`src/include/rv_defs.svh`:
```
`ifndef RV_DEFS_SVH
`define RV_DEFS_SVH

// Datapath and address width
`define RV_XLEN 32

// Register index width
`define RV_REG_AW 5

// Data memory depth in words
`define RV_DMEM_WORDS 256

// Fetch address step and start address
`define RV_PC_STEP 4
`define RV_RESET_PC 32'h0000_0000

// addi x0, x0, 0
`define RV_NOP 32'h0000_0013

`endif

```
`src/source/rvPkg.sv`:
```
package rvPkg;

    // Major opcodes handled by the core
    typedef enum logic [6:0] {
        OpLoad  = 7'b0000011,
        OpStore = 7'b0100011,
        OpImm   = 7'b0010011,
        OpReg   = 7'b0110011
    } opcodeE;

    // ALU operations
    typedef enum logic [2:0] {
        AluAdd = 3'b000,
        AluSub = 3'b001,
        AluAnd = 3'b010,
        AluOr  = 3'b011,
        AluSlt = 3'b101
    } aluOpE;

    // Control bundle carried down the pipe
    // All zero means a bubble
    typedef struct packed {
        logic  regWrite;
        logic  aluSrc;
        logic  memWrite;
        logic  memToReg;
        aluOpE aluOp;
    } ctrlT;

endpackage

```
`src/source/pipeIfs.sv`:
```
`timescale 1ns/1ps
`include "rv_defs.svh"


// Memory to write-back
interface memWbIf;
    rvPkg::ctrlT           ctrl;
    logic [`RV_XLEN-1:0]   aluResult;
    logic [`RV_XLEN-1:0]   loadData;
    logic [`RV_REG_AW-1:0] rd;

    modport source (
        output ctrl, aluResult, loadData, rd
    );

    modport sink (
        input ctrl, aluResult, loadData, rd
    );
endinterface

```
`src/source/regFile.sv`:
```
`timescale 1ns/1ps
`include "rv_defs.svh"

module regFile (
    input  logic                  clk,
    input  logic                  rst,
    input  logic [`RV_REG_AW-1:0] rs1Addr,
    input  logic [`RV_REG_AW-1:0] rs2Addr,
    output logic [`RV_XLEN-1:0]   rs1Val,
    output logic [`RV_XLEN-1:0]   rs2Val,
    memWbIf.sink                  in,
    output logic                  wbValid,
    output logic [`RV_REG_AW-1:0] wbReg,
    output logic [`RV_XLEN-1:0]   wbData
);

    localparam int Depth = 1 << `RV_REG_AW;

    logic [`RV_XLEN-1:0] regs [Depth];
    logic [`RV_XLEN-1:0] result;

    // Write-back result select
    assign result = in.ctrl.memToReg ? in.loadData : in.aluResult;

    // Writes to x0 are dropped and do not retire
    assign wbValid = in.ctrl.regWrite && (in.rd != '0);
    assign wbReg   = in.rd;
    assign wbData  = result;

    always_ff @(posedge clk) begin
        if (wbValid) begin
            regs[in.rd] <= result;
        end
    end

    // Reads see the value from before this cycle's write
    // Entry 0 is never written, so x0 is forced to zero here
    assign rs1Val = (!rst || rs1Addr == '0) ? '0 : regs[rs1Addr];
    assign rs2Val = (!rst || rs2Addr == '0) ? '0 : regs[rs2Addr];

endmodule

```
`src/flat_wrapper.sv`:
```
// flat-port wrapper written by rule: the top's interface ports become plain ports
module regFile_flat 
  (clk, rst, rs1Addr, rs2Addr, rs1Val, rs2Val, wbValid, wbReg, wbData, in_ctrl, in_aluResult, in_loadData, in_rd);
  memWbIf in_i ();
  input  logic clk;
  input  logic rst;
  input  logic [`RV_REG_AW-1:0] rs1Addr;
  input  logic [`RV_REG_AW-1:0] rs2Addr;
  output logic [`RV_XLEN-1:0] rs1Val;
  output logic [`RV_XLEN-1:0] rs2Val;
  output logic wbValid;
  output logic [`RV_REG_AW-1:0] wbReg;
  output logic [`RV_XLEN-1:0] wbData;
  input wire logic [$bits(in_i.ctrl)-1:0] in_ctrl;
  input wire logic [$bits(in_i.aluResult)-1:0] in_aluResult;
  input wire logic [$bits(in_i.loadData)-1:0] in_loadData;
  input wire logic [$bits(in_i.rd)-1:0] in_rd;
  assign in_i.ctrl = in_ctrl;
  assign in_i.aluResult = in_aluResult;
  assign in_i.loadData = in_loadData;
  assign in_i.rd = in_rd;
  regFile u_core (.clk(clk), .rst(rst), .rs1Addr(rs1Addr), .rs2Addr(rs2Addr), .rs1Val(rs1Val), .rs2Val(rs2Val), .in(in_i), .wbValid(wbValid), .wbReg(wbReg), .wbData(wbData));
endmodule
```
`config.mk`:
```
export PLATFORM = sky130hd
export DESIGN_NAME = regFile_flat
export DESIGN_NICKNAME = d
export VERILOG_FILES = /design/src/source/rvPkg.sv /design/src/source/pipeIfs.sv /design/src/source/regFile.sv /design/src/flat_wrapper.sv
export VERILOG_INCLUDE_DIRS = /design/src /design/src/include
export SDC_FILE = /design/constraint.sdc
export NUM_CORES = 1
export LEC_CHECK = 0
export ABC_CLOCK_PERIOD_IN_PS = 3600
export BUFFER_PORTS_ARGS = -buffer_cell sky130_fd_sc_hd__buf_2
export CAP_MARGIN = 20
export CELL_PAD_IN_SITES_DETAIL_PLACEMENT = 1
export CELL_PAD_IN_SITES_GLOBAL_PLACEMENT = 1
export CORE_ASPECT_RATIO = 1.75
export CORE_MARGIN = 2
export CORE_UTILIZATION = 40
export DETAILED_ROUTE_END_ITERATION = 10
export PLACE_DENSITY = 0.62
export SYNTH_ARGS = -nofsm -noshare
export SYNTH_HDL_FRONTEND = slang
export SYNTH_SLANG_ARGS = --single-unit
export TNS_END_PERCENT = 1
```
`constraint.sdc`:
```
create_clock -name clk -period 3.6 [get_ports clk]
set_input_delay 0.72 -clock clk [delete_from_list [all_inputs] [get_ports clk]]
set_output_delay 0.72 -clock clk [all_outputs]
set_load 0.01 [all_outputs]
```
==> results.sh <==
export IMPL_status="finished, violations left"
export IMPL_violations="setup timing"
export IMPL_ys_seq_elements=1024
export IMPL_crit_chain="buf_2 > nor3b_2 > buf_12 > and2_1 > buf_4 > nand2_1 > nand4_1 > buf_4 > buf_2"
export IMPL_pwr_share_seq_pct=50.1
export IMPL_arrival_ns=2.95
export IMPL_largest_reg_flops=1024
export IMPL_rows=168
export IMPL_gr_total_overflow=0
export IMPL_fin_crit_ns=3.67
export IMPL_cts_buffers=96
export IMPL_setup_worst_path_start_class="primary input"
export IMPL_p_leak_nw=19.6
export IMPL_viasPerCell=6.58
export IMPL_die_area_mm2=0.123
export IMPL_cp_max_fo=16
export IMPL_min_period_over_period_pct=102
export IMPL_async_flop_share_pct=0
export IMPL_rsz0062_at_grt="yes"
export IMPL_initial_core_util_pct=40.2
export IMPL_setup_viol=2
export IMPL_root_buffer="clkbuf_16"
export IMPL_nNetsFinal=3280
export IMPL_ctsLongestPathBuffers=3
export IMPL_clkSinkCount=1024
export IMPL_worst_hold_path_type="primary input to flip-flop"
export IMPL_port_buffers=184
export IMPL_tightestPinTransition_ns=0.941
export IMPL_ys_seq_area_share_pct=64.0
export IMPL_worstSetupPathDepth=9
export IMPL_fmax_ghz=0.272
export IMPL_clkPwrFrac_pct=39.3
export IMPL_relSlewSlack_pct=37.2
export IMPL_drt_wl_total_mm=192
export IMPL_wl_per_cell_um=40.0
export IMPL_switching_power_mw=6.57
export IMPL_setup_ws_ns=-0.0701
export IMPL_area_delta_synth_final_pct=17.8
export IMPL_antenna_found_initial=8
export IMPL_drc=0
export IMPL_cp_top_family="buffers and inverters"
export IMPL_synthesis_area_mm2=0.0481
export IMPL_endpoint="rs1Val[0]"
export IMPL_htree_levels=3
export IMPL_track_usage_pct=31.0
export IMPL_drive_gt1_share_pct=28.4
export IMPL_p_total_mw=26.9
export IMPL_crit_type="primary input to primary output"
export IMPL_post_cts_buffers=0
export IMPL_hold_viol=0
export IMPL_finish_utilization_pct=47.3
export IMPL_netSwitchingFraction_pct=24.4
export IMPL_internal_power_mw=20.4
export IMPL_synth_main_ff_cell="edfxtp_1"
export IMPL_required_ns=2.88
export IMPL_core_mm2=0.120
export IMPL_place_hpwl_mm=120
export IMPL_cp_end_kind="primary output"
export IMPL_drt_pass1_iterations=7
export IMPL_synth_edf_count=1024
export IMPL_cpMaxStageDelayCell="nor3b_2"
export IMPL_chipHeight_um=463
export IMPL_synth_warning_count=0
export IMPL_grt_max_degree=52
export IMPL_cp_startpoint="rst"
export IMPL_grt_pass1_vias=34284
export IMPL_drt_iter0_drc=3022
export IMPL_power_density_mw_per_mm2=476
export IMPL_gp_congestion=0.857
export IMPL_grt_pass1_wl_mm=264
export IMPL_slowest_delay_ns=0.43
export IMPL_maxSlewViolCount=0
export IMPL_ios=190
export IMPL_top_register="u_core.regs"
export IMPL_num_fill_cells=11341
export IMPL_vdd_ir_drop_max_mv=0.378
export IMPL_ant_nets=0
export IMPL_path_clk_slew_ns=0.06
export IMPL_reg_top3="u_core.regs x1024"
export IMPL_dieWidth_um=266
export IMPL_holdPathStages=2
export IMPL_p_comb_share_pct=10.7
export IMPL_vias=31626
export IMPL_maxCapViolations=0
export IMPL_cts_tree="yes"
export IMPL_path_buf_inv=5
export IMPL_syn_inst=2859
export IMPL_synth_distinct_cells=38
export IMPL_syn_area_per_cell_um2=16.8
[Yosys cell counts, types with 4 or more instances]
| master | count | share of area (%) |
|---|---|---|
| nand3_1 | 153 | 1.6 |
| nand3b_1 | 6 | 0.094 |
| nor4bb_1 | 4 | 0.083 |
| nand4_1 | 65 | 0.85 |
| a31oi_1 | 62 | 0.81 |
| buf_1 | 5 | 0.039 |
| a21oi_1 | 64 | 0.67 |
| mux2_2 | 33 | 0.77 |
| buf_2 | 90 | 0.94 |
| clkbuf_1 | 87 | 0.68 |
| mux4_2 | 250 | 12 |
| nor2b_1 | 8 | 0.10 |
| mux2i_1 | 520 | 11 |
| edfxtp_1 | 1024 | 64 |
| buf_6 | 12 | 0.28 |
| a22o_1 | 61 | 1.1 |
| nor2_1 | 39 | 0.30 |
| nand2_1 | 109 | 0.85 |
| a22oi_1 | 196 | 3.1 |
| buf_4 | 41 | 0.64 |
| and2_1 | 6 | 0.078 |
[logic make-up after synthesis]
group	after synthesis	share of synthesized area, %
flops	1024	64.0
mux	805	23.4
simple gates	403	4.18
compound gates	388	5.74
buf+inv	238	2.67
other cells	1	0.00780
[power by group through the flow]
stage / Sequential [mW] / Combinational [mW] / Clock, mW
floorplan: 13.7 / 1.50 / 0
finish: 13.5 / 2.88 / 10.6
global placement: 13.7 / 2.79 / 0
CTS: 13.5 / 2.87 / 10.7
detailed placement: 13.7 / 2.86 / 0
global route: 13.5 / 2.98 / 11.1
[worst min-delay path by stage]
stage	from	to	slack, ns
5_1_grt	in_loadData[1]	u_core.regs[13][1]$_DFFE_PP_	0.66
3_5_place_dp	in_aluResult[1]	u_core.regs[13][1]$_DFFE_PP_	1.42
6_report	in_loadData[1]	u_core.regs[13][1]$_DFFE_PP_	0.68
3_3_place_gp	in_aluResult[1]	u_core.regs[10][1]$_DFFE_PP_	1.41
2_1_floorplan	in_aluResult[23]	u_core.regs[0][23]$_DFFE_PP_	1.29
4_1_cts	in_aluResult[1]	u_core.regs[13][1]$_DFFE_PP_	0.66
[cell usage in the layout (no fill, tap or decap), types with 5 or more instances in the layout]
master	synthesis	routed
a21oi_1	64	64
a22o_1	61	61
a22oi_1	196	196
a31oi_1	62	59
buf_12	1	101
buf_2	90	178
buf_4	41	157
bufinv_16	0	13
clkbuf_1	87	21
clkbuf_16	0	97
clkinv_1	0	17
clkinv_2	0	15
clkinvlp_4	0	6
conb_1	1	32
edfxtp_1	1024	1024
inv_6	0	5
mux2_2	33	33
mux2i_1	520	520
mux4_2	250	250
nand2_1	109	109
nand3_1	153	152
nand3b_1	6	6
nand4_1	65	65
nor2_4	0	36
nor2b_4	0	8
[area by class of cell]
class,instances,area (um^2),share of cell area (%)
Timing Repair Buffer,442,4190,7.39
Clock buffer,118,2510,4.43
Antenna cell,2,5.00,0.00884
Multi-Input combinational cell,1628,16600,29.3
Clock inverter,59,671,1.18
Sequential cell,1024,30700,54.3
Tap cell,1530,1910,3.38
[per-stage QoR]
step	TNS (ns)	cells	worst slack, ns	hold WS [ns]	area (um^2)
after floorplan	0	2890	0.568	1.29	48200
after global placement	-0.127	4624	-0.0751	1.41	53400
after detailed placement	-0.203	4624	-0.0759	1.42	53400
after CTS	0	4801	0.000312	0.658	56600
after global routing	-0.0627	4802	-0.0589	0.659	56600
final	-0.0730	4803	-0.0701	0.677	56600
[what timing repair did]
item / in CTS / in global routing
endpoints found under the setup margin: 3 / 13
resized for setup: 5 / 5
hold buffers: 0 / 0
pin swaps: 1 / 1
[layer usage]
| layer | share of wire [%] | GRT usage (%) | routed length [um] |
|---|---|---|---|
| met3 | 6.6 | 5.22 | 12600 |
| met4 | 6.5 | 18.2 | 12400 |
| met2 | 52 | 55.5 | 101000 |
| met5 | 0.035 | 0 | 68 |
| met1 | 35 | 34.4 | 66300 |
No activity file was read; power rests on OpenSTA's default activity.
