File: src/include/rv_defs.svh
`ifndef RV_DEFS_SVH
`define RV_DEFS_SVH

// Datapath and address width
`define RV_XLEN 32

// Register index width
`define RV_REG_AW 5

// Data memory depth in words
`define RV_DMEM_WORDS 256

// Fetch address step and start address
`define RV_PC_STEP 4
`define RV_RESET_PC 32'h0000_0000

// addi x0, x0, 0
`define RV_NOP 32'h0000_0013

`endif

File: src/source/fetchStage.sv
`timescale 1ns/1ps
`include "rv_defs.svh"

module fetchStage (
    input  logic                clk,
    input  logic                rst,
    output logic [`RV_XLEN-1:0] imemAddr,
    input  logic [`RV_XLEN-1:0] imemData,
    output logic [`RV_XLEN-1:0] instrD
);

    logic [`RV_XLEN-1:0] pc;

    // Straight-line fetch, nothing redirects the PC
    always_ff @(posedge clk or negedge rst) begin
        if (!rst) begin
            pc <= `RV_RESET_PC;
        end else begin
            pc <= pc + `RV_PC_STEP;
        end
    end

    assign imemAddr = pc;

    // Decode sees a NOP until the first fetched word lands
    always_ff @(posedge clk or negedge rst) begin
        if (!rst) begin
            instrD <= `RV_NOP;
        end else begin
            instrD <= imemData;
        end
    end

endmodule

File: config.mk
export PLATFORM = sky130hd
export DESIGN_NAME = fetchStage
export DESIGN_NICKNAME = d
export VERILOG_FILES = /design/src/source/fetchStage.sv
export VERILOG_INCLUDE_DIRS = /design/src /design/src/include
export SDC_FILE = /design/constraint.sdc
export NUM_CORES = 1
export LEC_CHECK = 0
export ABC_AREA = 1
export BUFFER_PORTS_ARGS = -buffer_cell sky130_fd_sc_hd__buf_2
export CAP_MARGIN = 20
export CORE_MARGIN = 3
export CORE_UTILIZATION = 40
export CTS_CLUSTER_SIZE = 10
export DETAILED_ROUTE_END_ITERATION = 12
export PLACE_DENSITY = 0.79
export SYNTH_ARGS = -nofsm -noshare
export SYNTH_HDL_FRONTEND = slang
export SYNTH_SLANG_ARGS = --single-unit
export TNS_END_PERCENT = 30
File: constraint.sdc
create_clock -name clk -period 1.5 [get_ports clk]
set_clock_uncertainty 0.05 [all_clocks]
set_input_delay 0.3 -clock clk [delete_from_list [all_inputs] [get_ports clk]]
set_output_delay 0.3 -clock clk [all_outputs]
set_load 0.1 [all_outputs]
==> results of run 1 <==
[worst max-delay path by stage]
stage          slack [ps]         from      endpoint
2_1_floorplan         -60  imemAddr[3]  imemAddr[30]
3_3_place_gp          150  imemAddr[2]  imemAddr[30]
3_5_place_dp           60  imemAddr[2]  imemAddr[20]
4_1_cts                40   instrD[20]    instrD[20]
5_1_grt               -10  imemAddr[3]  imemAddr[22]
6_report               50   instrD[20]    instrD[20]
[through the flow]
stage / util [%] / worst slack (ps) / instances
final: 67.1 / 52.9 / 451
after global routing: 67.1 / -13.8 / 451
after CTS: 63.8 / 39.4 / 435
after detailed placement: 58.5 / 63.1 / 409
after global placement: 58.5 / 147 / 409
after floorplan: - / -61.9 / 240
[state kept, by name, summed over array words and instances (netlist names)]
signal and cells:
imemAddr 30, instrD 32
[what timing repair did]
action,CTS,global route
pin swaps,0,0
hold buffers,10,16
setup endpoints to repair,10,8
gates resized for setup,10,9
hold endpoints to repair,68,16
[routing by layer]
layer	vias up	track usage, %	wire (um)
met5	-	0	0
met4	0	6.91	68
met3	6	7.46	528
met2	80	28.8	3010
met1	964	21.2	2380
li1	992	-	-
[power breakdown]
group | total (mW) | internal, mW | switching (mW)
Combinational | 0.549 | 0.124 | 0.425
Sequential | 1.73 | 1.72 | 0.0129
Clock | 1.43 | 0.808 | 0.624
[cell usage after synthesis]
cell / instances
and2_1: 2
buf_4: 2
conb_1: 1
dfrtp_1: 59
dfstp_2: 3
ha_1: 1
inv_1: 17
nand2_1: 79
nand2_2: 4
nand2_4: 1
nand2_8: 1
nand3_1: 7
nand3b_1: 7
nor2_1: 28
nor2_2: 6
nor2_4: 3
nor2_8: 3
xnor2_1: 4
xor2_1: 10
xor2_2: 1
[final cells by class]
cell class	instances	share of cell area (%)
clock buffer	12	3.63
timing repair buffer	122	28.4
clock inverter	4	1.19
inverter	17	1.60
multi-input combinational	159	22.4
sequential	62	40.5
tap	75	2.35
[cell families (layout without fill, tap and decap cells)]
| logic type | count (synthesis) | after routing | synth area share, % |
|---|---|---|---|
| xor gates and xnor gates | 15 | 15 | 5.60 |
| adders and majority gates | 1 | 1 | 0.505 |
| buffers and inverters | 19 | 155 | 3.18 |
| DFF | 62 | 62 | 62.7 |
| other | 1 | 2 | 0.151 |
| and+or+nand+nor | 141 | 141 | 27.8 |
==> flow_summary.ini, run 1 <==
[layout]
final_common_cell = nand2_1
final_cell_mix = nand2_1 (78), buf_2 (59), dfrtp_1 (30)
layout-drive-gt1-share_pct = 43.9
fill_cells = 479
ff_latch_area_um2 = 1620
diodes = 0
nNetsFinal = 406
final_area_um2 = 3990
multi_input_area_um2 = 893
syn_to_final_growth_pct = 61.1

[worst_setup_path]
cp_num_cells = 1
startpoint_type = flop
r2r_cells = 7
r2r-end = imemAddr[31]
slowest_delay_ps = 420
path_cells = buf_2
crit_slowest_cell = buf_2
cp_data_arrival_time_ps = 1100
timing.rr.start = imemAddr[12]
crit_buf_inv = 1
r2r_slack_ps = 110
critical_path_required_ps = 1150
critPathKind = flop to output pin
worst_setup_path_end_kind = output pin
cp_top_family = buffers and inverters
crit_fanout = 1

[clock_tree]
clock_latency_ps = 330
cts.sinks = 62
ctsHtreeMaxLevel = 3
cts.clk_slew.worst_paths_ps = 70
clockRootBuffer = clkbuf_8
postCtsSetupBuffers = 0
cts_tree = done
cts_made_buffers = 9
cts_buffer_depth = 2

[run]
drv_cap = 0

[floorplanning]
pin_count = 98
die_h_um = 84.7
die_w_um = 84.7
dieArea_um2 = 7180
core_um2 = 5960
std_cell_rows = 28
start_util_pct = 41.6

[yosys]
yosys_warnings = 0
synth.largest_area_cell = dfrtp_1
avgSynthCellArea_um2 = 10.4
postSynthCellCount = 239
synth_area_um2 = 2480
ys_top_cells_by_area = dfrtp_1 (60%), nand2_1 (12%), nor2_1 (4.2%), xor2_1 (3.5%), dfstp_2 (3.2%)
ys_ff_latch = 62
synth.distinct_cells = 20
synth_top_area_share_pct = 59.6
synth_seq_area_share_pct = 62.7

[global_routing]
grt_overflow = 0
grt_pass1_wl_um = 10000
grtUsageTotal_pct = 17.8
antenna_found_initial = 0
grt_pass1_vias = 2132
grt_start_max_net_pins = 63

[hold_path]
hold_start = imemData[12]
min_path_type = input pin to flop
holdPathStages = 1
hold_end = instrD[12]

[sta]
fin_crit_ps = 1450
grt_setup_unrepaired = yes
tns_ps = 0
setup_violations = 0
timing.fmax_ghz = 0.691
hold_violations = 0
post-route-period-util_pct = 96.5
report.final.slew_viol_count = 0
whs_ps = 15.8

[detailed_routing]
drtIter0Drc = 83
wirelength_um = 5990
drt-wirelength-per-cell_um = 13.3
ant_nets = 0
viasPerCell = 4.53
drc_errors = 0
vias = 2042
first_pass_iters = 4

[run_status]
status = finished clean

[power_and_ir_drop]
p_total_mw = 3.71
ir_drop_uv = 676
power_leakage_nw = 1.90
powerDensity_nw_per_um2 = 929

[placed_design]
place.gp.congestion = 0.843
place_area_um2 = 3480
dp_hpwl_um = 4190
numPortBuffers = 95
Note: power is estimated with default switching activity, not from simulation.
==> run 2, diff against run 1 <==
- ABC_AREA: 1 -> unset
- PLACE_DENSITY: 0.79 -> 0.81
- SETUP_SLACK_MARGIN: unset -> 0.5
==> run 2 against run 1 <==
Against the previous run:
- the flow now finishes with violations (negative setup slack)
- combinational power rose by 14%
- synthesized area fell by 13%
- sequential share of layout area down 4.2 points
- final area increased by 14%
- worst setup slack worse by 110 ps
- routed wire length is 6.8% higher
- clock power grew 18%
- sequential cell count did not move
- core utilization rose by 21 points
- highest routed layer unchanged
==> flow_summary.ini, run 2 <==
[clock_tree]
clockRootBuffer = clkbuf_8
cts_tree = done
ctsHtreeMaxLevel = 3
clock_latency_ps = 330
cts_made_buffers = 9
cts.sinks = 62
cts_buffer_depth = 2
cts.clk_slew.worst_paths_ps = 60

[global_routing]
grt_start_max_net_pins = 63
grt_pass1_wl_um = 10100
antenna_found_initial = 0
grtUsageTotal_pct = 21.8
grt_overflow = 0
grt_pass1_vias = 2074

[power_and_ir_drop]
p_clk_share_pct = 41.5
power_leakage_nw = 2.13
power_switching_mw = 1.08
p_comb_share_pct = 15.4
p_seq_share_pct = 43.1
powerDensity_nw_per_um2 = 893
p_sw_share_pct = 26.4
ir_drop_uv = 1190
p_int_mw = 3.00

[sta]
post-route-period-util_pct = 104
setup_violations = 5
report.final.slew_viol_count = 0
fin_ws_ps = -52.6
hold_violations = 0
timing.fmax_ghz = 0.644
grt_setup_unrepaired = yes
fin_crit_ps = 1550
tns_ps = -127

[yosys]
synth.most_common_cell = dfrtp_1
synth.distinct_cells = 21
synth_top_area_share_pct = 68.1
ys_ff_latch = 62
synth_seq_area_share_pct = 71.7
postSynthCellCount = 145
synth.largest_area_cell = dfrtp_1
avgSynthCellArea_um2 = 15.0
synth_commonest_cells = dfrtp_1 (59), xnor2_1 (19), nand2_1 (10), nand3_1 (10), xor2_1 (9)
synth-edff-count = 0
yosys_warnings = 0
synth-main-ff-cell = dfrtp_1
ys_top_cells_by_area = dfrtp_1 (68%), xnor2_1 (7.7%), dfstp_2 (3.6%), xor2_1 (3.6%), nor4_4 (2.9%)
async_flop_share_pct = 100
synth_area_um2 = 2170

[detailed_routing]
drtIter0Drc = 104
viasPerCell = 4.69
drt-wirelength-per-cell_um = 17.0
drc_errors = 0
first_pass_iters = 4
vias = 1768
wirelength_um = 6400
ant_nets = 0

[worst_setup_path]
cp_data_arrival_time_ps = 1710
startpoint_type = flop
critPathKind = flop to flop
critical_path_required_ps = 1660
crit_fanout = 8
r2r_slack_ps = -50
worst_setup_path_end_kind = flop

[floorplanning]
std_cell_rows = 26
pin_count = 98
core_um2 = 5170
start_util_pct = 41.9
die_w_um = 79.6
dieArea_um2 = 6340
die_h_um = 79.6

[run_status]
violations = negative setup slack
status = complete, but fails checks

[layout]
largest_reg_flops = 32
ff_latch_area_um2 = 1650
syn_to_final_growth_pct = 110
final_common_cell = buf_12
nNetsFinal = 337
fin_cells = 377
largest-register = instrD
final_cell_mix = buf_12 (63), buf_2 (33), dfrtp_1 (30)
multi_input_area_um2 = 686
layout-drive-gt1-share_pct = 68.7
fill_cells = 187
diodes = 0

[run]
drv_cap = 0

[placed_design]
place.gp.congestion = 0.748
numPortBuffers = 95
dp_cells = 332
dp_hpwl_um = 3770

[hold_path]
min_path_type = input pin to flop
run 2: changes by cell type in the layout (fill, tap and decap cells not counted), sizes merged, moves of 14 or more:
cell / before / now
nand2: 85 / 10
buf: 93 / 145
nor2: 40 / 6
dlygate4sd3: 26 / 2
xnor2: 4 / 19
inv: 17 / 3
run 2: cells by family after synthesis:
kind of cell               count (synthesis)  synth area share (%)
xor gates and xnor gates                  28                  11.3
adders and majority gates                  1                 0.577
buffers and inverters                      5                  1.21
DFF                                       62                  71.7
other                                      1                 0.173
and+or+nand+nor                           48                  15.0
run 2: cell type report:
type	instances	area share [%]
multi-input combinational	79	15.0
inverter	3	0.247
tap	70	1.92
sequential	62	36.3
clock buffer	13	3.70
timing repair buffer	147	41.4
clock inverter	3	1.43
run 2: per-stage QoR:
stage	setup WS [ps]	area (um2)	power [mW]	hold WS [ps]	utilization [%]
after floorplan	-348	2290	2.12	-45.6	-
after global placement	33.7	3490	2.26	279	67.5
after detailed placement	-59.9	3490	2.26	281	67.5
after CTS	-23.5	4490	4.10	4.55	86.8
after global routing	-125	4560	4.20	4.16	88.2
final	-52.6	4560	4.07	18.0	88.2
run 2: power by group through the flow:
stage | registers, mW | logic, mW | clock network (mW)
after global routing | 1.76 | 0.645 | 1.80
final | 1.76 | 0.625 | 1.69
after floorplan | 2.09 | 0.0257 | 0
after CTS | 1.76 | 0.629 | 1.71
after detailed placement | 1.76 | 0.497 | 0
after global placement | 1.76 | 0.493 | 0
run 2: repair_timing:
| item | CTS | global route |
|---|---|---|
| endpoints found under the hold margin | 60 | 0 |
| pin swaps | 16 | 6 |
| setup endpoints to repair | 89 | 90 |
| hold buffers | 2 | 0 |
| gates resized for setup | 155 | 5 |
| setup buffers | 21 | 6 |
run 2: final timing paths:
check                        startpoint            to  cells past startpoint
max                         imemAddr[2]  imemAddr[30]                      6
min                         imemData[4]     instrD[4]                      1
max reg2reg                 imemAddr[2]  imemAddr[30]                      6
min reg2reg                imemAddr[31]  imemAddr[31]                      1
max in group asynchronous           rst     instrD[4]                      3
min in group asynchronous           rst  imemAddr[15]                      3
run 2: layer usage:
layer	vias to the layer above	global-route usage [%]	routed length (um)
met2	88	37.7	3480
li1	791	-	-
met4	0	12.7	231
met5	-	0	0
met1	871	21.6	2140
met3	18	9.26	548
run 2: worst max-delay path, stage by stage (launching register included):
cell,delay [ps]
dfrtp_4,460
ha_4,160
nand3_4,80
nor4_4,220
buf_6,190
nand4_1,110
xnor2_1,160
==> run 3, diff against run 2 <==
- ABC_AREA: unset -> 1
- CORE_UTILIZATION: 40 -> 43
- PLACE_DENSITY: 0.81 -> 0.78
==> run 3 against run 2 <==
Against the previous run:
- the flow now finishes without violations
- sequential cell count stayed put
- die area up 5.8%
- clock power fell by 25%
- first-iteration DRC count rose by 4.8%
- sequential power about the same
- critical path depth is 5 lower
- final cell count up 20%
- fmax grew 11%
- non-clock buffer count is 19 lower
- hold slack worse by 3.7 ps
- combinational power is 5.6% lower
- largest power group unchanged
==> flow_summary.ini, run 3 (synthesized netlist as in run 1, its figures left out) <==
[hold_path]
holdPathStages = 1
hold_end = instrD[12]
min_path_type = input pin to flop
hold_start = imemData[12]

[worst_setup_path]
slowest_delay_ps = 520
worst_setup_path_end_kind = output pin
r2r_cells = 8
r2r-end = imemAddr[24]
path_cells = buf_12
r2r_slack_ps = 130
cp_top_family = flip-flops
crit_slowest_cell = dfrtp_4
startpoint_type = flop
cp_data_arrival_time_ps = 1050
critical_path_required_ps = 1150
crit_buf_inv = 1
critPathKind = flop to output pin
timing.rr.start = imemAddr[2]
crit_fanout = 5

[run_status]
status = finished clean

[clock_tree]
cts_tree = done
clockRootBuffer = clkbuf_8
cts_buffer_depth = 2
cts.clk_slew.worst_paths_ps = 70
clock_latency_ps = 340
cts_made_buffers = 9
ctsHtreeMaxLevel = 3
cts.sinks = 62

[layout]
layout-drive-gt1-share_pct = 49.2
final_common_cell = nand2_1
largest_reg_flops = 32
fill_cells = 329
nNetsFinal = 412
syn_to_final_growth_pct = 76.2
final_cell_mix = nand2_1 (76), buf_12 (34), buf_2 (33)
largest-register = instrD
diodes = 0

[detailed_routing]
drc_errors = 0
drt-wirelength-per-cell_um = 14.1
ant_nets = 0
vias = 2124
wirelength_um = 6410
viasPerCell = 4.68
drtIter0Drc = 109
first_pass_iters = 4

[sta]
fin_crit_ps = 1400
grt_setup_unrepaired = yes
timing.fmax_ghz = 0.716
report.final.slew_viol_count = 0
hold_violations = 0
setup_violations = 0
tns_ps = 0
post-route-period-util_pct = 93.0

[floorplanning]
dieArea_um2 = 6710
core_um2 = 5540
start_util_pct = 44.7
die_h_um = 81.9
die_w_um = 81.9
std_cell_rows = 27
pin_count = 98

[run]
drv_cap = 0

[power_and_ir_drop]
p_total_mw = 3.60
power_leakage_nw = 2.02
powerDensity_nw_per_um2 = 824
ir_drop_uv = 820

[global_routing]
grt_pass1_vias = 2063
antenna_found_initial = 0
grtUsageTotal_pct = 19.3
grt_pass1_wl_um = 9480
grt_start_max_net_pins = 63
grt_overflow = 0

[placed_design]
dp_hpwl_um = 4050
numPortBuffers = 95
place.gp.congestion = 0.830
[run 3: worst max-delay path by stage]
stage,start,end,cells past startpoint
finish,imemAddr[4],imemAddr[4],1
global route,imemAddr[2],imemAddr[22],8
CTS,instrD[0],instrD[0],1
detailed placement,imemAddr[2],imemAddr[30],8
global placement,imemAddr[2],imemAddr[30],8
floorplan,imemAddr[3],imemAddr[30],8
[run 3: what timing repair did]
| item | in CTS | in global routing |
|---|---|---|
| buffers inserted | 7 | 7 |
| hold buffers | 2 | 16 |
| cloned | 0 | 0 |
| gates resized for setup | 94 | 16 |
| pin swaps | 0 | 10 |
| endpoints found under the setup margin | 89 | 90 |
| hold endpoints to repair | 60 | 16 |
[run 3: routing by layer]
| layer | wire length, um | GRT usage [%] | vias to the layer above | share of wire, % |
|---|---|---|---|---|
| met1 | 2350 | 22.1 | 1016 | 37 |
| met4 | 97 | 9.47 | 0 | 1.5 |
| met3 | 611 | 7.89 | 11 | 9.5 |
| li1 | - | - | 1001 | - |
| met2 | 3350 | 31.2 | 96 | 52 |
| met5 | 0 | 0 | - | 0 |
[run 3: final cells by class]
| type | count | area [um2] | share of cell area, % |
|---|---|---|---|
| Inverter | 17 | 63.8 | 1.46 |
| Tap cell | 72 | 90.1 | 2.06 |
| Clock buffer | 12 | 145 | 3.32 |
| Multi-Input combinational cell | 159 | 926 | 21.2 |
| Sequential cell | 62 | 1630 | 37.4 |
| Timing Repair Buffer | 128 | 1480 | 34.0 |
| Clock inverter | 4 | 25.0 | 0.573 |
[run 3: power by group]
part / switching, mW / internal [mW]
clock: 0.628 / 0.639
sequential: 0.0244 / 1.72
combinational: 0.423 / 0.167
total: 1.08 / 2.52
[run 3: through the flow]
step / hold slack, ps / utilization (%) / cells / setup WS (ps) / instance area, um2
final: 14.4 / 78.8 / 454 / 104 / 4370
after global routing: -5.82 / 78.8 / 454 / 23.0 / 4370
after CTS: 0.348 / 74.1 / 431 / 82.4 / 4110
after detailed placement: 284 / 63.9 / 406 / 74.2 / 3540
after global placement: 276 / 63.9 / 406 / 142 / 3540
after floorplan: -45.6 / - / 240 / -61.3 / 2580
