===== src/include/rv_defs.svh =====
`ifndef RV_DEFS_SVH
`define RV_DEFS_SVH

// Datapath and address width
`define RV_XLEN 32

// Register index width
`define RV_REG_AW 5

// Data memory depth in words
`define RV_DMEM_WORDS 256

// Fetch address step and start address
`define RV_PC_STEP 4
`define RV_RESET_PC 32'h0000_0000

// addi x0, x0, 0
`define RV_NOP 32'h0000_0013

`endif


===== src/source/rvPkg.sv =====
package rvPkg;

    // Major opcodes handled by the core
    typedef enum logic [6:0] {
        OpLoad  = 7'b0000011,
        OpStore = 7'b0100011,
        OpImm   = 7'b0010011,
        OpReg   = 7'b0110011
    } opcodeE;

    // ALU operations
    typedef enum logic [2:0] {
        AluAdd = 3'b000,
        AluSub = 3'b001,
        AluAnd = 3'b010,
        AluOr  = 3'b011,
        AluSlt = 3'b101
    } aluOpE;

    // Control bundle carried down the pipe
    // All zero means a bubble
    typedef struct packed {
        logic  regWrite;
        logic  aluSrc;
        logic  memWrite;
        logic  memToReg;
        aluOpE aluOp;
    } ctrlT;

endpackage


===== src/source/pipeIfs.sv =====
`timescale 1ns/1ps
`include "rv_defs.svh"

// Decode to execute
interface decExIf;
    rvPkg::ctrlT           ctrl;
    logic [`RV_XLEN-1:0]   rs1Val;
    logic [`RV_XLEN-1:0]   rs2Val;
    logic [`RV_XLEN-1:0]   imm;
    logic [`RV_REG_AW-1:0] rd;

    modport source (
        output ctrl, rs1Val, rs2Val, imm, rd
    );

    modport sink (
        input ctrl, rs1Val, rs2Val, imm, rd
    );
endinterface



===== src/source/decodeStage.sv =====
`timescale 1ns/1ps
`include "rv_defs.svh"

module decodeStage (
    input  logic                  clk,
    input  logic                  rst,
    input  logic [`RV_XLEN-1:0]   instrD,
    output logic [`RV_REG_AW-1:0] rs1Addr,
    output logic [`RV_REG_AW-1:0] rs2Addr,
    input  logic [`RV_XLEN-1:0]   rs1Val,
    input  logic [`RV_XLEN-1:0]   rs2Val,
    decExIf.source                out
);

    rvPkg::opcodeE       opcode;
    rvPkg::aluOpE        aluOpD;
    rvPkg::ctrlT         ctrlD;
    logic [2:0]          funct3;
    logic [6:0]          funct7;
    logic [`RV_XLEN-1:0] immD;

    // Instruction fields
    assign opcode  = rvPkg::opcodeE'(instrD[6:0]);
    assign funct3  = instrD[14:12];
    assign funct7  = instrD[31:25];
    assign rs1Addr = instrD[19:15];
    assign rs2Addr = instrD[24:20];

    // ALU decoder, shared by register and immediate forms
    always_comb begin
        case (funct3)
            3'b000: begin
                // Only the register form has sub
                if (opcode == rvPkg::OpReg && funct7[5]) begin
                    aluOpD = rvPkg::AluSub;
                end else begin
                    aluOpD = rvPkg::AluAdd;
                end
            end
            3'b010:  aluOpD = rvPkg::AluSlt;
            3'b110:  aluOpD = rvPkg::AluOr;
            3'b111:  aluOpD = rvPkg::AluAnd;
            default: aluOpD = rvPkg::AluAdd;
        endcase
    end

    // Main decoder; loads and stores use the add default
    always_comb begin
        ctrlD = '0;
        case (opcode)
            rvPkg::OpLoad: begin
                ctrlD.regWrite = 1'b1;
                ctrlD.aluSrc   = 1'b1;
                ctrlD.memToReg = 1'b1;
            end
            rvPkg::OpStore: begin
                ctrlD.aluSrc   = 1'b1;
                ctrlD.memWrite = 1'b1;
            end
            rvPkg::OpImm: begin
                ctrlD.regWrite = 1'b1;
                ctrlD.aluSrc   = 1'b1;
                ctrlD.aluOp    = aluOpD;
            end
            rvPkg::OpReg: begin
                ctrlD.regWrite = 1'b1;
                ctrlD.aluOp    = aluOpD;
            end
            // Unknown opcode travels as a bubble
            default: ctrlD = '0;
        endcase
    end

    // S-type offset is split around the rd field
    always_comb begin
        if (opcode == rvPkg::OpStore) begin
            immD = {{(`RV_XLEN-12){instrD[31]}}, instrD[31:25], instrD[11:7]};
        end else begin
            immD = {{(`RV_XLEN-12){instrD[31]}}, instrD[31:20]};
        end
    end

    always_ff @(posedge clk or negedge rst) begin
        if (!rst) begin
            out.ctrl <= '0;
        end else begin
            out.ctrl <= ctrlD;
        end
    end

    // Operands and destination
    always_ff @(posedge clk) begin
        out.rs1Val <= rs1Val;
        out.rs2Val <= rs2Val;
        out.imm    <= immD;
        out.rd     <= instrD[11:7];
    end

endmodule


===== src/flat_wrapper.sv =====
// flat-port wrapper written by rule: the top's interface ports become plain ports
module decodeStage_flat 
  (clk, rst, instrD, rs1Addr, rs2Addr, rs1Val, rs2Val, out_ctrl, out_rs1Val, out_rs2Val, out_imm, out_rd);
  decExIf out_i ();
  input  logic clk;
  input  logic rst;
  input  logic [`RV_XLEN-1:0] instrD;
  output logic [`RV_REG_AW-1:0] rs1Addr;
  output logic [`RV_REG_AW-1:0] rs2Addr;
  input  logic [`RV_XLEN-1:0] rs1Val;
  input  logic [`RV_XLEN-1:0] rs2Val;
  output wire logic [$bits(out_i.ctrl)-1:0] out_ctrl;
  output wire logic [$bits(out_i.rs1Val)-1:0] out_rs1Val;
  output wire logic [$bits(out_i.rs2Val)-1:0] out_rs2Val;
  output wire logic [$bits(out_i.imm)-1:0] out_imm;
  output wire logic [$bits(out_i.rd)-1:0] out_rd;
  assign out_ctrl = out_i.ctrl;
  assign out_rs1Val = out_i.rs1Val;
  assign out_rs2Val = out_i.rs2Val;
  assign out_imm = out_i.imm;
  assign out_rd = out_i.rd;
  decodeStage u_core (.clk(clk), .rst(rst), .instrD(instrD), .rs1Addr(rs1Addr), .rs2Addr(rs2Addr), .rs1Val(rs1Val), .rs2Val(rs2Val), .out(out_i));
endmodule

===== config.mk =====
export PLATFORM = sky130hd
export DESIGN_NAME = decodeStage_flat
export DESIGN_NICKNAME = d
export VERILOG_FILES = /design/src/source/rvPkg.sv /design/src/source/pipeIfs.sv /design/src/source/decodeStage.sv /design/src/flat_wrapper.sv
export VERILOG_INCLUDE_DIRS = /design/src /design/src/include
export SDC_FILE = /design/constraint.sdc
export NUM_CORES = 1
export LEC_CHECK = 0
export BUFFER_PORTS_ARGS = -buffer_cell sky130_fd_sc_hd__buf_2
export CORE_AREA = 2 2 83 85
export CTS_CLUSTER_SIZE = 20
export DETAILED_ROUTE_END_ITERATION = 8
export DIE_AREA = 0 0 85 87
export PLACE_DENSITY = 0.81
export SYNTH_ARGS = -nofsm -noshare
export SYNTH_HDL_FRONTEND = slang
export SYNTH_SLANG_ARGS = --single-unit
export TNS_END_PERCENT = 50

===== constraint.sdc =====
create_clock -name clk -period 1.1 [get_ports clk]
set_input_delay 0.11 -clock clk [delete_from_list [all_inputs] [get_ports clk]]
set_output_delay 0.11 -clock clk [all_outputs]
set_load 0.02 [all_outputs]

==> run summary, run 1 <==
outcome - complete, no violations
kind of end point of the critical path - output port
largest net degree at the start of global routing - 15
Die Outline Area - 0.00740 mm2
final-report hold violation count - 0
crit path max-delay cell type - sky130_fd_sc_hd__dfxtp_2
x dimension of the die - 85 um
worst voltage drop across the vdd grid - 0.953 mV
worst hold margin - 0.0207 ns
number of top-level design ports - 216
average via count per standard cell - 4.02
share of synthesized area occupied by flip-flops and latches - 82.1%
TritonCTS clock tree - done
Slew headroom - 76.1%
number of antenna violations at the first check in global routing - 1
worst path required time - 0.99 ns
Core Footprint - 0.00657 mm2
number of pins with negative max-slew slack in the final report - 0
sinks on the clock net - 88
Filler Cell Count - 480
static leakage - 0.00218 uW
Post-Synthesis Net Count - 236
vertical extent of the die - 87 um
number of routed nets with antenna violations - 0
Initial DRC Count - 30
post-detailed-routing wire length - 6820 um
setup TNS - 0 ns
Post-Syn Area per Cell - 15.9 um2
endpoints failing setup - 0
Pwr Density - 1600 mW/mm2
overall global routing resource usage - 17.3%
Yosys reg bits - 88
summed instance area of the synthesized netlist - 0.00219 mm2
Max Cap Violations - 0
Gate Count Post-Synth - 138
Startpoint Class - flop
cell at the root of the clock tree - sky130_fd_sc_hd__clkbuf_8
P&R area growth vs syn - 94.3%
total iterations of the first detailed-routing run - 4
Worst Path Arrival - 0.99 ns
buffer depth of the longest clock path - 2
number of I/O port buffers - 205
timing-limited maximum frequency - 911 MHz
drt wl/cell - 13.7 um
Setup Buffers After CTS - 0
DRC violation count after routing - 0
grt ovf - 0
CTS H-Tree Depth - 3
global-route wire length before repair - 9580 um
critical path peak fanout - 10
Clk pin slew, worst setup/hold paths - 0.08 ns
initial cell density of the core - 33.3%
layout cell share with drive strength beyond 1 - 56.1%
type of the tightest min-delay check - in2reg
TritonCTS Buffers - 9
number of standard-cell rows in the floorplan - 30
sum of internal, switching and leakage power - 6800 uW
unrepaired setup endpoints after global routing - yes
layout net count - 511
transition time at the pin with the least slew margin - 0.354 ns
utilization after layout - 64.8%
total vias in the final route - 2004
Tcrit/Tclk final - 99.8%
final critical path time including I/O delays and setup - 1.10 ns
number of different library cells in the post-synthesis netlist - 17
CP cell instances - buf_6, buf_4
count of synthesis-stage warnings from yosys - 0
class of the most critical setup path - reg2out
final estimated routing congestion in global placement - 0.719
via count of the first global-routing pass - 2060
maximum cell stage delay along the critical path - 0.36 ns
stage by stage:
| step | worst slack [ns] | instances | cell area, um2 |
|---|---|---|---|
| 2_1_floorplan | 0.0138 | 138 | 2190 |
| 3_3_place_gp | -0.0622 | 398 | 3120 |
| 3_5_place_dp | -0.0988 | 398 | 3120 |
| 4_1_cts | -0.0201 | 497 | 4250 |
| 5_1_grt | -0.0489 | 498 | 4260 |
| 6_report | 0.00189 | 498 | 4260 |
routing by layer:
| metal | global-route usage [%] | routed length, um |
|---|---|---|
| met1 | 14.2 | 2090 |
| met2 | 35.3 | 3950 |
| met3 | 6.35 | 622 |
| met4 | 8.37 | 162 |
| met5 | 0 | 0 |
cells in the mapped netlist:
master / count / share of area (%)
sky130_fd_sc_hd__a21oi_1: 1 / 0.23
sky130_fd_sc_hd__a31oi_1: 1 / 0.29
sky130_fd_sc_hd__and4_1: 1 / 0.40
sky130_fd_sc_hd__buf_4: 30 / 10
sky130_fd_sc_hd__buf_6: 1 / 0.51
sky130_fd_sc_hd__dfrtp_1: 7 / 8.0
sky130_fd_sc_hd__dfxtp_1: 81 / 74
sky130_fd_sc_hd__inv_1: 1 / 0.17
sky130_fd_sc_hd__mux2_4: 5 / 3.4
sky130_fd_sc_hd__nand2_1: 1 / 0.17
sky130_fd_sc_hd__nand3_1: 1 / 0.23
sky130_fd_sc_hd__nand4_1: 1 / 0.29
sky130_fd_sc_hd__nor2_1: 2 / 0.34
sky130_fd_sc_hd__nor2b_1: 1 / 0.29
sky130_fd_sc_hd__nor3_1: 2 / 0.46
sky130_fd_sc_hd__nor3_2: 1 / 0.46
sky130_fd_sc_hd__nor4b_1: 1 / 0.40
final timing paths:
kind / slack (ns) / cells past startpoint / to / startpoint
setup / recovery: 0.002 / 2 / out_imm[28] / u_core.out.imm[11]
hold / removal: 0.02 / 2 / u_core.out.imm[3] / instrD[23]
max in group asynchronous: 0.82 / 2 / u_core.out.ctrl[6] / rst
min in group asynchronous: 0.12 / 2 / u_core.out.ctrl[4] / rst
power breakdown:
part / switching, uW / leakage [uW] / internal (uW)
registers: 41.3 / 0.000781 / 3350
logic: 468 / 0.00128 / 497
clock network: 1050 / 0.000116 / 1400
cell type report:
type | instances | area (um2) | area share (%)
clock inverters | 4 | 77.6 | 1.82
clock buffers | 11 | 151 | 3.56
well taps | 80 | 100 | 2.35
repair buffers | 295 | 1970 | 46.3
inverters | 1 | 3.75 | 0.0882
diodes | 1 | 2.50 | 0.0588
flip-flops and latches | 88 | 1800 | 42.3
multi-input cells | 18 | 153 | 3.59
state kept, by name (all words and copies together) (netlist names):
signal,cells
u_core.out.rs1Val,32
u_core.out.rd,5
u_core.out.rs2Val,32
u_core.out.imm,12
u_core.out.ctrl,7
critical path, delay by kind of cell (launching register included):
kind | cells | cell delay (ns)
buffers and inverters | 2 | 0.29
flip-flops | 1 | 0.36
timing repair:
item,in CTS,in global routing
hold endpoints to repair,91,0
cloned,1,0
gates resized for setup,25,0
endpoints found under the setup margin,21,21
hold buffers,83,0
pin swaps,0,0
cell families after synthesis:
logic type / count (synthesis) / synth area share [%]
buf+inv: 32 / 11.0
simple gates: 11 / 3.03
flops: 88 / 82.1
mux: 5 / 3.43
compound gates: 2 / 0.514
cells in the final DEF, fill, tap and decap left out:
cell / count
sky130_fd_sc_hd__nor3_2: 1
sky130_fd_sc_hd__nor2b_1: 1
sky130_fd_sc_hd__dfxtp_1: 80
sky130_fd_sc_hd__buf_2: 184
sky130_fd_sc_hd__mux2_4: 5
sky130_fd_sc_hd__dfrtp_1: 7
sky130_fd_sc_hd__buf_6: 2
sky130_fd_sc_hd__dfxtp_2: 1
sky130_fd_sc_hd__nor2_1: 2
sky130_fd_sc_hd__and4_1: 1
sky130_fd_sc_hd__diode_2: 1
sky130_fd_sc_hd__nor3_1: 2
sky130_fd_sc_hd__buf_4: 26
sky130_fd_sc_hd__nand4_1: 1
sky130_fd_sc_hd__bufinv_16: 2
sky130_fd_sc_hd__inv_1: 1
sky130_fd_sc_hd__nand3_1: 1
sky130_fd_sc_hd__a21oi_1: 1
sky130_fd_sc_hd__clkbuf_8: 11
sky130_fd_sc_hd__a31oi_1: 1
sky130_fd_sc_hd__nor4b_1: 1
sky130_fd_sc_hd__nand2_1: 1
sky130_fd_sc_hd__clkinv_4: 2
sky130_fd_sc_hd__dlygate4sd3_1: 83
Note: power is estimated with default switching activity, not from simulation.
==> run 2, diff against run 1 <==
--- a/config.mk
+++ b/config.mk
@@ -6,12 +6,13 @@
 export SDC_FILE = /design/constraint.sdc
 export NUM_CORES = 1
 export LEC_CHECK = 0
+export ABC_AREA = 1
 export BUFFER_PORTS_ARGS = -buffer_cell sky130_fd_sc_hd__buf_2
-export CORE_AREA = 2 2 83 85
+export CORE_ASPECT_RATIO = 0.9
+export CORE_UTILIZATION = 35
 export CTS_CLUSTER_SIZE = 20
 export DETAILED_ROUTE_END_ITERATION = 8
-export DIE_AREA = 0 0 85 87
-export PLACE_DENSITY = 0.81
+export PLACE_DENSITY = 0.83
 export SYNTH_ARGS = -nofsm -noshare
 export SYNTH_HDL_FRONTEND = slang
 export SYNTH_SLANG_ARGS = --single-unit
==> run 2 against run 1 <==
The flow now finishes with violations (setup timing). Combinational power is 6% higher. Total power is 1.6% lower. Hold slack better by 0.024 ns. Non-clock buffer count is 2 lower. Highest routed layer unchanged.
==> run summary, run 2 <==
Clk pin slew, worst setup/hold paths - 0.08 ns (about the same)
DRC violation count after routing - 0 (unchanged)
number of standard-cell rows in the floorplan - 27 (-10%)
Yosys top cell by area - sky130_fd_sc_hd__dfxtp_1
drt wl/cell - 13.8 um (+1.2%)
static leakage - 0.00230 uW (+5.8%)
commonest non-fill, non-tap cells in the layout - sky130_fd_sc_hd__buf_2, sky130_fd_sc_hd__dlygate4sd3_1, sky130_fd_sc_hd__dfxtp_1
TritonCTS Buffers - 9 (unchanged)
worst path required time - 0.99 ns (about the same)
Post-Syn Area per Cell - 13.7 um2 (-14%)
post-detailed-routing wire length - 7350 um (+7.9%)
violations in the final reports - setup timing
sinks on the clock net - 88 (unchanged)
Post-synth EDFFs - 0 (unchanged)
critical path peak fanout - 5 (-5)
final worst slack - -0.0168 ns (-0.0187 ns)
Post-Synthesis Net Count - 263 (+11%)
summed instance area of the synthesized netlist - 0.00226 mm2 (+3.1%)
dominant register cell in the synthesized netlist - sky130_fd_sc_hd__dfxtp_1
final estimated routing congestion in global placement - 0.720 (+0.15%)
worst hold margin - 0.0450 ns (+0.0243 ns)
Yosys reg bits - 88 (unchanged)
pre-CTS WS - 0.221 ns (+0.319 ns)
P&R area growth vs syn - 94.1%
overall global routing resource usage - 20.3% (+3.1 points)
type of the tightest min-delay check - in2reg
grt ovf - 0 (unchanged)
number of routed nets with antenna violations - 0 (unchanged)
transition time at the pin with the least slew margin - 0.175 ns (-0.179 ns)
Antenna Diode Count - 0 (-1)
worst hold stages - 4 (+2)
layout cell share with drive strength beyond 1 - 52.5% (-3.6 points)
number of antenna violations at the first check in global routing - 0 (-1)
layout net count - 537 (+5.1%)
buffer depth of the longest clock path - 2 (unchanged)
number of top-level design ports - 216 (unchanged)
largest cells by area after synthesis - sky130_fd_sc_hd__dfxtp_1, sky130_fd_sc_hd__buf_4, sky130_fd_sc_hd__dfrtp_1, sky130_fd_sc_hd__nand2_1, sky130_fd_sc_hd__nand3_1
kind of end point of the critical path - output port
cell area after layout - 0.00438 mm2 (+3.0%)
CTS H-Tree Depth - 3 (unchanged)
largest net degree at the start of global routing - 16 (+1)
initial cell density of the core - 36.5% (+3.2 points)
Startpoint Class - flop
Initial DRC Count - 40 (+33%)
count of synthesis-stage warnings from yosys - 0 (unchanged)
cell area reported after detailed placement - 0.00317 mm2 (+1.6%)
setup TNS - -0.0996 ns (-0.0996 ns)
total vias in the final route - 2140 (+6.8%)
final-report hold violation count - 0 (unchanged)
total iterations of the first detailed-routing run - 4 (unchanged)
vertical extent of the die - 78.2 um (-10%)
fraction of synthesized cell area taken by the top area cell type - 71.8% (-2.2 points)
TritonCTS clock tree - done
endpoints failing setup - 17 (+17)
number of pins with negative max-slew slack in the final report - 0 (unchanged)
outcome - complete, but fails checks
unrepaired setup endpoints after global routing - yes
worst voltage drop across the vdd grid - 0.942 mV (-1.2%)
Pwr Density - 1530 mW/mm2 (-4.4%)
Max Cap Violations - 0 (unchanged)
commonest cells in the netlist - sky130_fd_sc_hd__dfxtp_1, sky130_fd_sc_hd__buf_4, sky130_fd_sc_hd__nand2_1
share of async-settable or async-resettable flops after synthesis - 7.95% (unchanged)
Gate Count Post-Synth - 165 (+20%)
global-route wire length before repair - 10000 um (+4.3%)
class of the most critical setup path - reg2out
number of different library cells in the post-synthesis netlist - 14 (-3)
most common cell after layout, fill and taps aside - sky130_fd_sc_hd__buf_2
sum of internal, switching and leakage power - 6700 uW (-1.6%)
Slew headroom - 88.3% (+12 points)
final critical path time including I/O delays and setup - 1.12 ns (+0.0187 ns)
Die Outline Area - 0.00677 mm2 (-8.4%)
share of synthesized area occupied by flip-flops and latches - 79.6% (-2.5 points)
Worst Path Arrival - 1.01 ns (+0.02 ns)
cell with the most instances after synthesis - sky130_fd_sc_hd__dfxtp_1
number of I/O port buffers - 205 (unchanged)
cell at the root of the clock tree - sky130_fd_sc_hd__clkbuf_8
timing-limited maximum frequency - 895 MHz (-1.7%)
Regs by FF count - u_core.out.rs1Val (32), u_core.out.rs2Val (32), u_core.out.imm (12)
Core Footprint - 0.00618 mm2 (-5.9%)
x dimension of the die - 86.7 um (+1.9%)
average via count per standard cell - 4.03 (+0.15%)
Tcrit/Tclk final - 102% (+1.7 points)
placed wire-length estimate - 4150 um
via count of the first global-routing pass - 2181 (+5.9%)
[run 2: cell count changes after synthesis, moves of 2 or more]
| cell | before | now |
|---|---|---|
| sky130_fd_sc_hd__nand2_2 | 0 | 2 |
| sky130_fd_sc_hd__nand2_1 | 1 | 17 |
| sky130_fd_sc_hd__nand3_1 | 1 | 8 |
| sky130_fd_sc_hd__nor2_1 | 2 | 4 |
| sky130_fd_sc_hd__mux2_4 | 5 | 0 |
| sky130_fd_sc_hd__inv_1 | 1 | 8 |
| sky130_fd_sc_hd__nand2_4 | 0 | 2 |
[run 2: cell type report]
class,count,area [um2]
Timing Repair Buffer,293,2020
Sequential cell,88,1800
Fill cell,461,1800
Multi-Input combinational cell,38,201
Clock buffer,11,151
Tap cell,87,109
Clock inverter,5,61.3
Inverter,9,33.8
[run 2: cells by family (layout without fill, tap and decap cells)]
kind of cell	Yosys count	count (layout)	synth area share (%)
and+or+nand+nor	38	38	8.92
buffers and inverters	39	318	11.5
DFF	88	88	79.6
[run 2: critical path, cell delays in order (launching register included)]
cell                      delay [ns]
sky130_fd_sc_hd__dfxtp_4        0.39
sky130_fd_sc_hd__buf_6          0.13
sky130_fd_sc_hd__buf_4          0.14
[run 2: timing repair]
item | CTS | global route
gates resized for setup | 25 | 21
endpoints found under the setup margin | 21 | 23
hold buffers | 84 | 0
endpoints found under the hold margin | 90 | 0
gates cloned | 1 | 2
setup buffers | 0 | 0
[run 2: final timing paths]
| check | start | to | slack, ns |
|---|---|---|---|
| setup / recovery | u_core.out.imm[11] | out_imm[18] | -0.02 |
| hold / removal | instrD[12] | u_core.out.ctrl[2] | 0.04 |
| max in group asynchronous | rst | u_core.out.ctrl[0] | 0.83 |
| min in group asynchronous | rst | u_core.out.ctrl[1] | 0.12 |
[run 2: metal layers]
| layer | track usage (%) | wire length, um | vias to the layer above |
|---|---|---|---|
| met5 | 0 | 0 | - |
| met4 | 10.0 | 199 | 0 |
| met3 | 7.89 | 564 | 18 |
| met2 | 42.5 | 4360 | 127 |
| met1 | 15.4 | 2230 | 971 |
| li1 | - | - | 1024 |
[run 2: per-stage QoR]
| step | std cells | util, % |
|---|---|---|
| floorplan | 165 | - |
| global placement | 428 | 51.3 |
| detailed placement | 428 | 51.3 |
| CTS | 529 | 69.5 |
| global route | 531 | 70.9 |
| finish | 531 | 70.9 |
[run 2: report_power, final]
group / internal, uW / switching, uW / leakage [uW]
Combinational: 515 / 504 / 0.00142
Clock: 1190 / 1090 / 0.000106
Sequential: 3350 / 50.2 / 0.000781
Total: 5050 / 1650 / 0.00230
==> run 3, diff against run 2 <==
--- a/config.mk
+++ b/config.mk
@@ -7,12 +7,12 @@
 export NUM_CORES = 1
 export LEC_CHECK = 0
 export ABC_AREA = 1
-export BUFFER_PORTS_ARGS = -buffer_cell sky130_fd_sc_hd__buf_2
-export CORE_ASPECT_RATIO = 0.9
-export CORE_UTILIZATION = 35
+export CORE_AREA = 2 2 83 85
 export CTS_CLUSTER_SIZE = 20
 export DETAILED_ROUTE_END_ITERATION = 8
-export PLACE_DENSITY = 0.83
+export DIE_AREA = 0 0 85 87
+export DONT_BUFFER_PORTS = 1
+export PLACE_DENSITY = 0.54
 export SYNTH_ARGS = -nofsm -noshare
 export SYNTH_HDL_FRONTEND = slang
 export SYNTH_SLANG_ARGS = --single-unit
==> run 3 against run 2 <==
Critical endpoint is now out_imm[22]. Design area down 23%. Maximum frequency down 7.8%. Largest cell class is now sequential cells. The flow still finishes with violations (setup timing). Total power down 7.8%.
==> run summary, run 3 (synthesis gave the netlist of run 2 again) <==
outcome - complete, but fails checks
violations in the final reports - setup timing
cell area after layout - 0.00337 mm2 (-23%)
buffer depth of the longest clock path - 2 (unchanged)
global-route wire length before repair - 7950 um (-21%)
average via count per standard cell - 4.31 (+6.9%)
Worst setup endpoint - out_imm[22]
TritonCTS Buffers - 9 (unchanged)
via count of the first global-routing pass - 1609 (-26%)
Startpoint Class - flop
cell at the root of the clock tree - sky130_fd_sc_hd__clkbuf_8
grt ovf - 0 (unchanged)
initial cell density of the core - 34.4% (-2.1 points)
number of antenna violations at the first check in global routing - 0 (unchanged)
most common cell after layout, fill and taps aside - sky130_fd_sc_hd__dlygate4sd3_1
number of routed nets with antenna violations - 0 (unchanged)
number of pins with negative max-slew slack in the final report - 0 (unchanged)
critical path peak fanout - 21 (+16)
Setup Buffers After CTS - 0 (unchanged)
Initial DRC Count - 59 (+48%)
Max Cap Violations - 0 (unchanged)
number of standard-cell rows in the floorplan - 30 (+11%)
static leakage - 0.00152 uW (-34%)
P&R area growth vs syn - 49.2%
Clk pin slew, worst setup/hold paths - 0.08 ns (about the same)
Antenna Diode Count - 0 (unchanged)
commonest non-fill, non-tap cells in the layout - sky130_fd_sc_hd__dlygate4sd3_1, sky130_fd_sc_hd__dfxtp_1, sky130_fd_sc_hd__nand2_1
overall global routing resource usage - 14.6% (-5.8 points)
largest net degree at the start of global routing - 22 (+6)
origin of the worst setup path - u_core.out.imm[11]
pre-CTS WS - 0.235 ns (+0.0140 ns)
final worst slack - -0.111 ns (-0.0944 ns)
transition time at the pin with the least slew margin - 0.332 ns (+0.157 ns)
cell area reported after detailed placement - 0.00216 mm2 (-32%)
TritonCTS clock tree - done
Worst Path Arrival - 1.10 ns (+0.09 ns)
layout cell share with drive strength beyond 1 - 9.56% (-43 points)
total vias in the final route - 1426 (-33%)
maximum cell stage delay along the critical path - 0.38 ns (about the same)
DRC violation count after routing - 0 (unchanged)
timing-limited maximum frequency - 826 MHz (-7.8%)
crit path max-delay cell type - sky130_fd_sc_hd__buf_16
placed wire-length estimate - 3380 um (-18%)
Placed Instances - 216 (-50%)
unrepaired setup endpoints after global routing - yes
number of top-level design ports - 216 (unchanged)
Regs by FF count - u_core.out.rs1Val (32), u_core.out.rs2Val (32), u_core.out.imm (12)
x dimension of the die - 85 um (-1.9%)
class of the most critical setup path - reg2out
kind of end point of the critical path - output port
Largest delay share family, worst path - buffers and inverters
worst path required time - 0.99 ns (about the same)
final estimated routing congestion in global placement - 0.775 (+7.7%)
Tcrit/Tclk final - 110% (+8.6 points)
vertical extent of the die - 87 um (+11%)
final-report hold violation count - 0 (unchanged)
worst voltage drop across the vdd grid - 0.918 mV (-2.6%)
Slew headroom - 77.8% (-10 points)
number of I/O port buffers - 0 (-100%)
Pwr Density - 1830 mW/mm2 (+20%)
non-filler instance count after layout - 331 (-38%)
setup TNS - -2.25 ns (-2.15 ns)
Die Outline Area - 0.00740 mm2 (+9.2%)
total iterations of the first detailed-routing run - 4 (unchanged)
endpoints failing setup - 21 (+4)
CP cell instances - buf_16
sinks on the clock net - 88 (unchanged)
drt wl/cell - 16.6 um (+20%)
layout net count - 345 (-36%)
post-detailed-routing wire length - 5510 um (-25%)
Crit path buffers/inverters - 1 (-1)
Core Footprint - 0.00657 mm2 (+6.3%)
final critical path time including I/O delays and setup - 1.21 ns (+0.0944 ns)
CTS H-Tree Depth - 3 (unchanged)
Crit path depth - 1 (-1)
type of the tightest min-delay check - in2reg
-- run 3: power breakdown --
group          switching (uW)  leakage, uW  internal (uW)
clock network            1040     0.000102           1100
logic                     158     0.000638            255
registers                 271     0.000781           3350
-- run 3: layout make-up --
cell class                 count  area, um2
clock inverter                 5       57.6
sequential                    88       1800
timing repair buffer         101       1040
fill                         519       3200
tap                           80        100
multi-input combinational     38        201
inverter                       9       33.8
clock buffer                  10        138
-- run 3: routing by layer --
metal	vias up	global-route usage, %	wire (um)
met5	-	0	0
met3	21	6.82	586
met1	648	11.9	1630
met2	118	27.1	3110
li1	639	-	-
met4	0	10.2	178
-- run 3: what timing repair did --
action                                  in CTS  in global routing
hold endpoints to repair                    95                  1
cloned                                       0                  0
gates resized for setup                      1                  3
hold buffers                                99                  1
endpoints found under the setup margin      21                 23
-- run 3: worst min-delay path by stage --
stage          startpoint                 end  slack [ns]  depth (start not counted)
2_1_floorplan         rst  u_core.out.ctrl[0]       -0.19                          0
3_3_place_gp          rst  u_core.out.ctrl[5]       -0.19                          0
3_5_place_dp          rst  u_core.out.ctrl[5]       -0.19                          0
4_1_cts         instrD[6]   u_core.out.imm[1]        0.01                          4
5_1_grt         instrD[6]   u_core.out.imm[1]        0.04                          4
6_report        instrD[6]   u_core.out.imm[1]        0.05                          4
-- run 3: per-stage QoR --
stage	hold WS [ns]	total power, uW	util (%)
2_1_floorplan	-0.186	3880	-
3_3_place_gp	-0.185	3810	32.8
3_5_place_dp	-0.185	3810	32.8
4_1_cts	0.0133	6230	51.0
5_1_grt	0.0427	6440	51.3
6_report	0.0543	6170	51.3
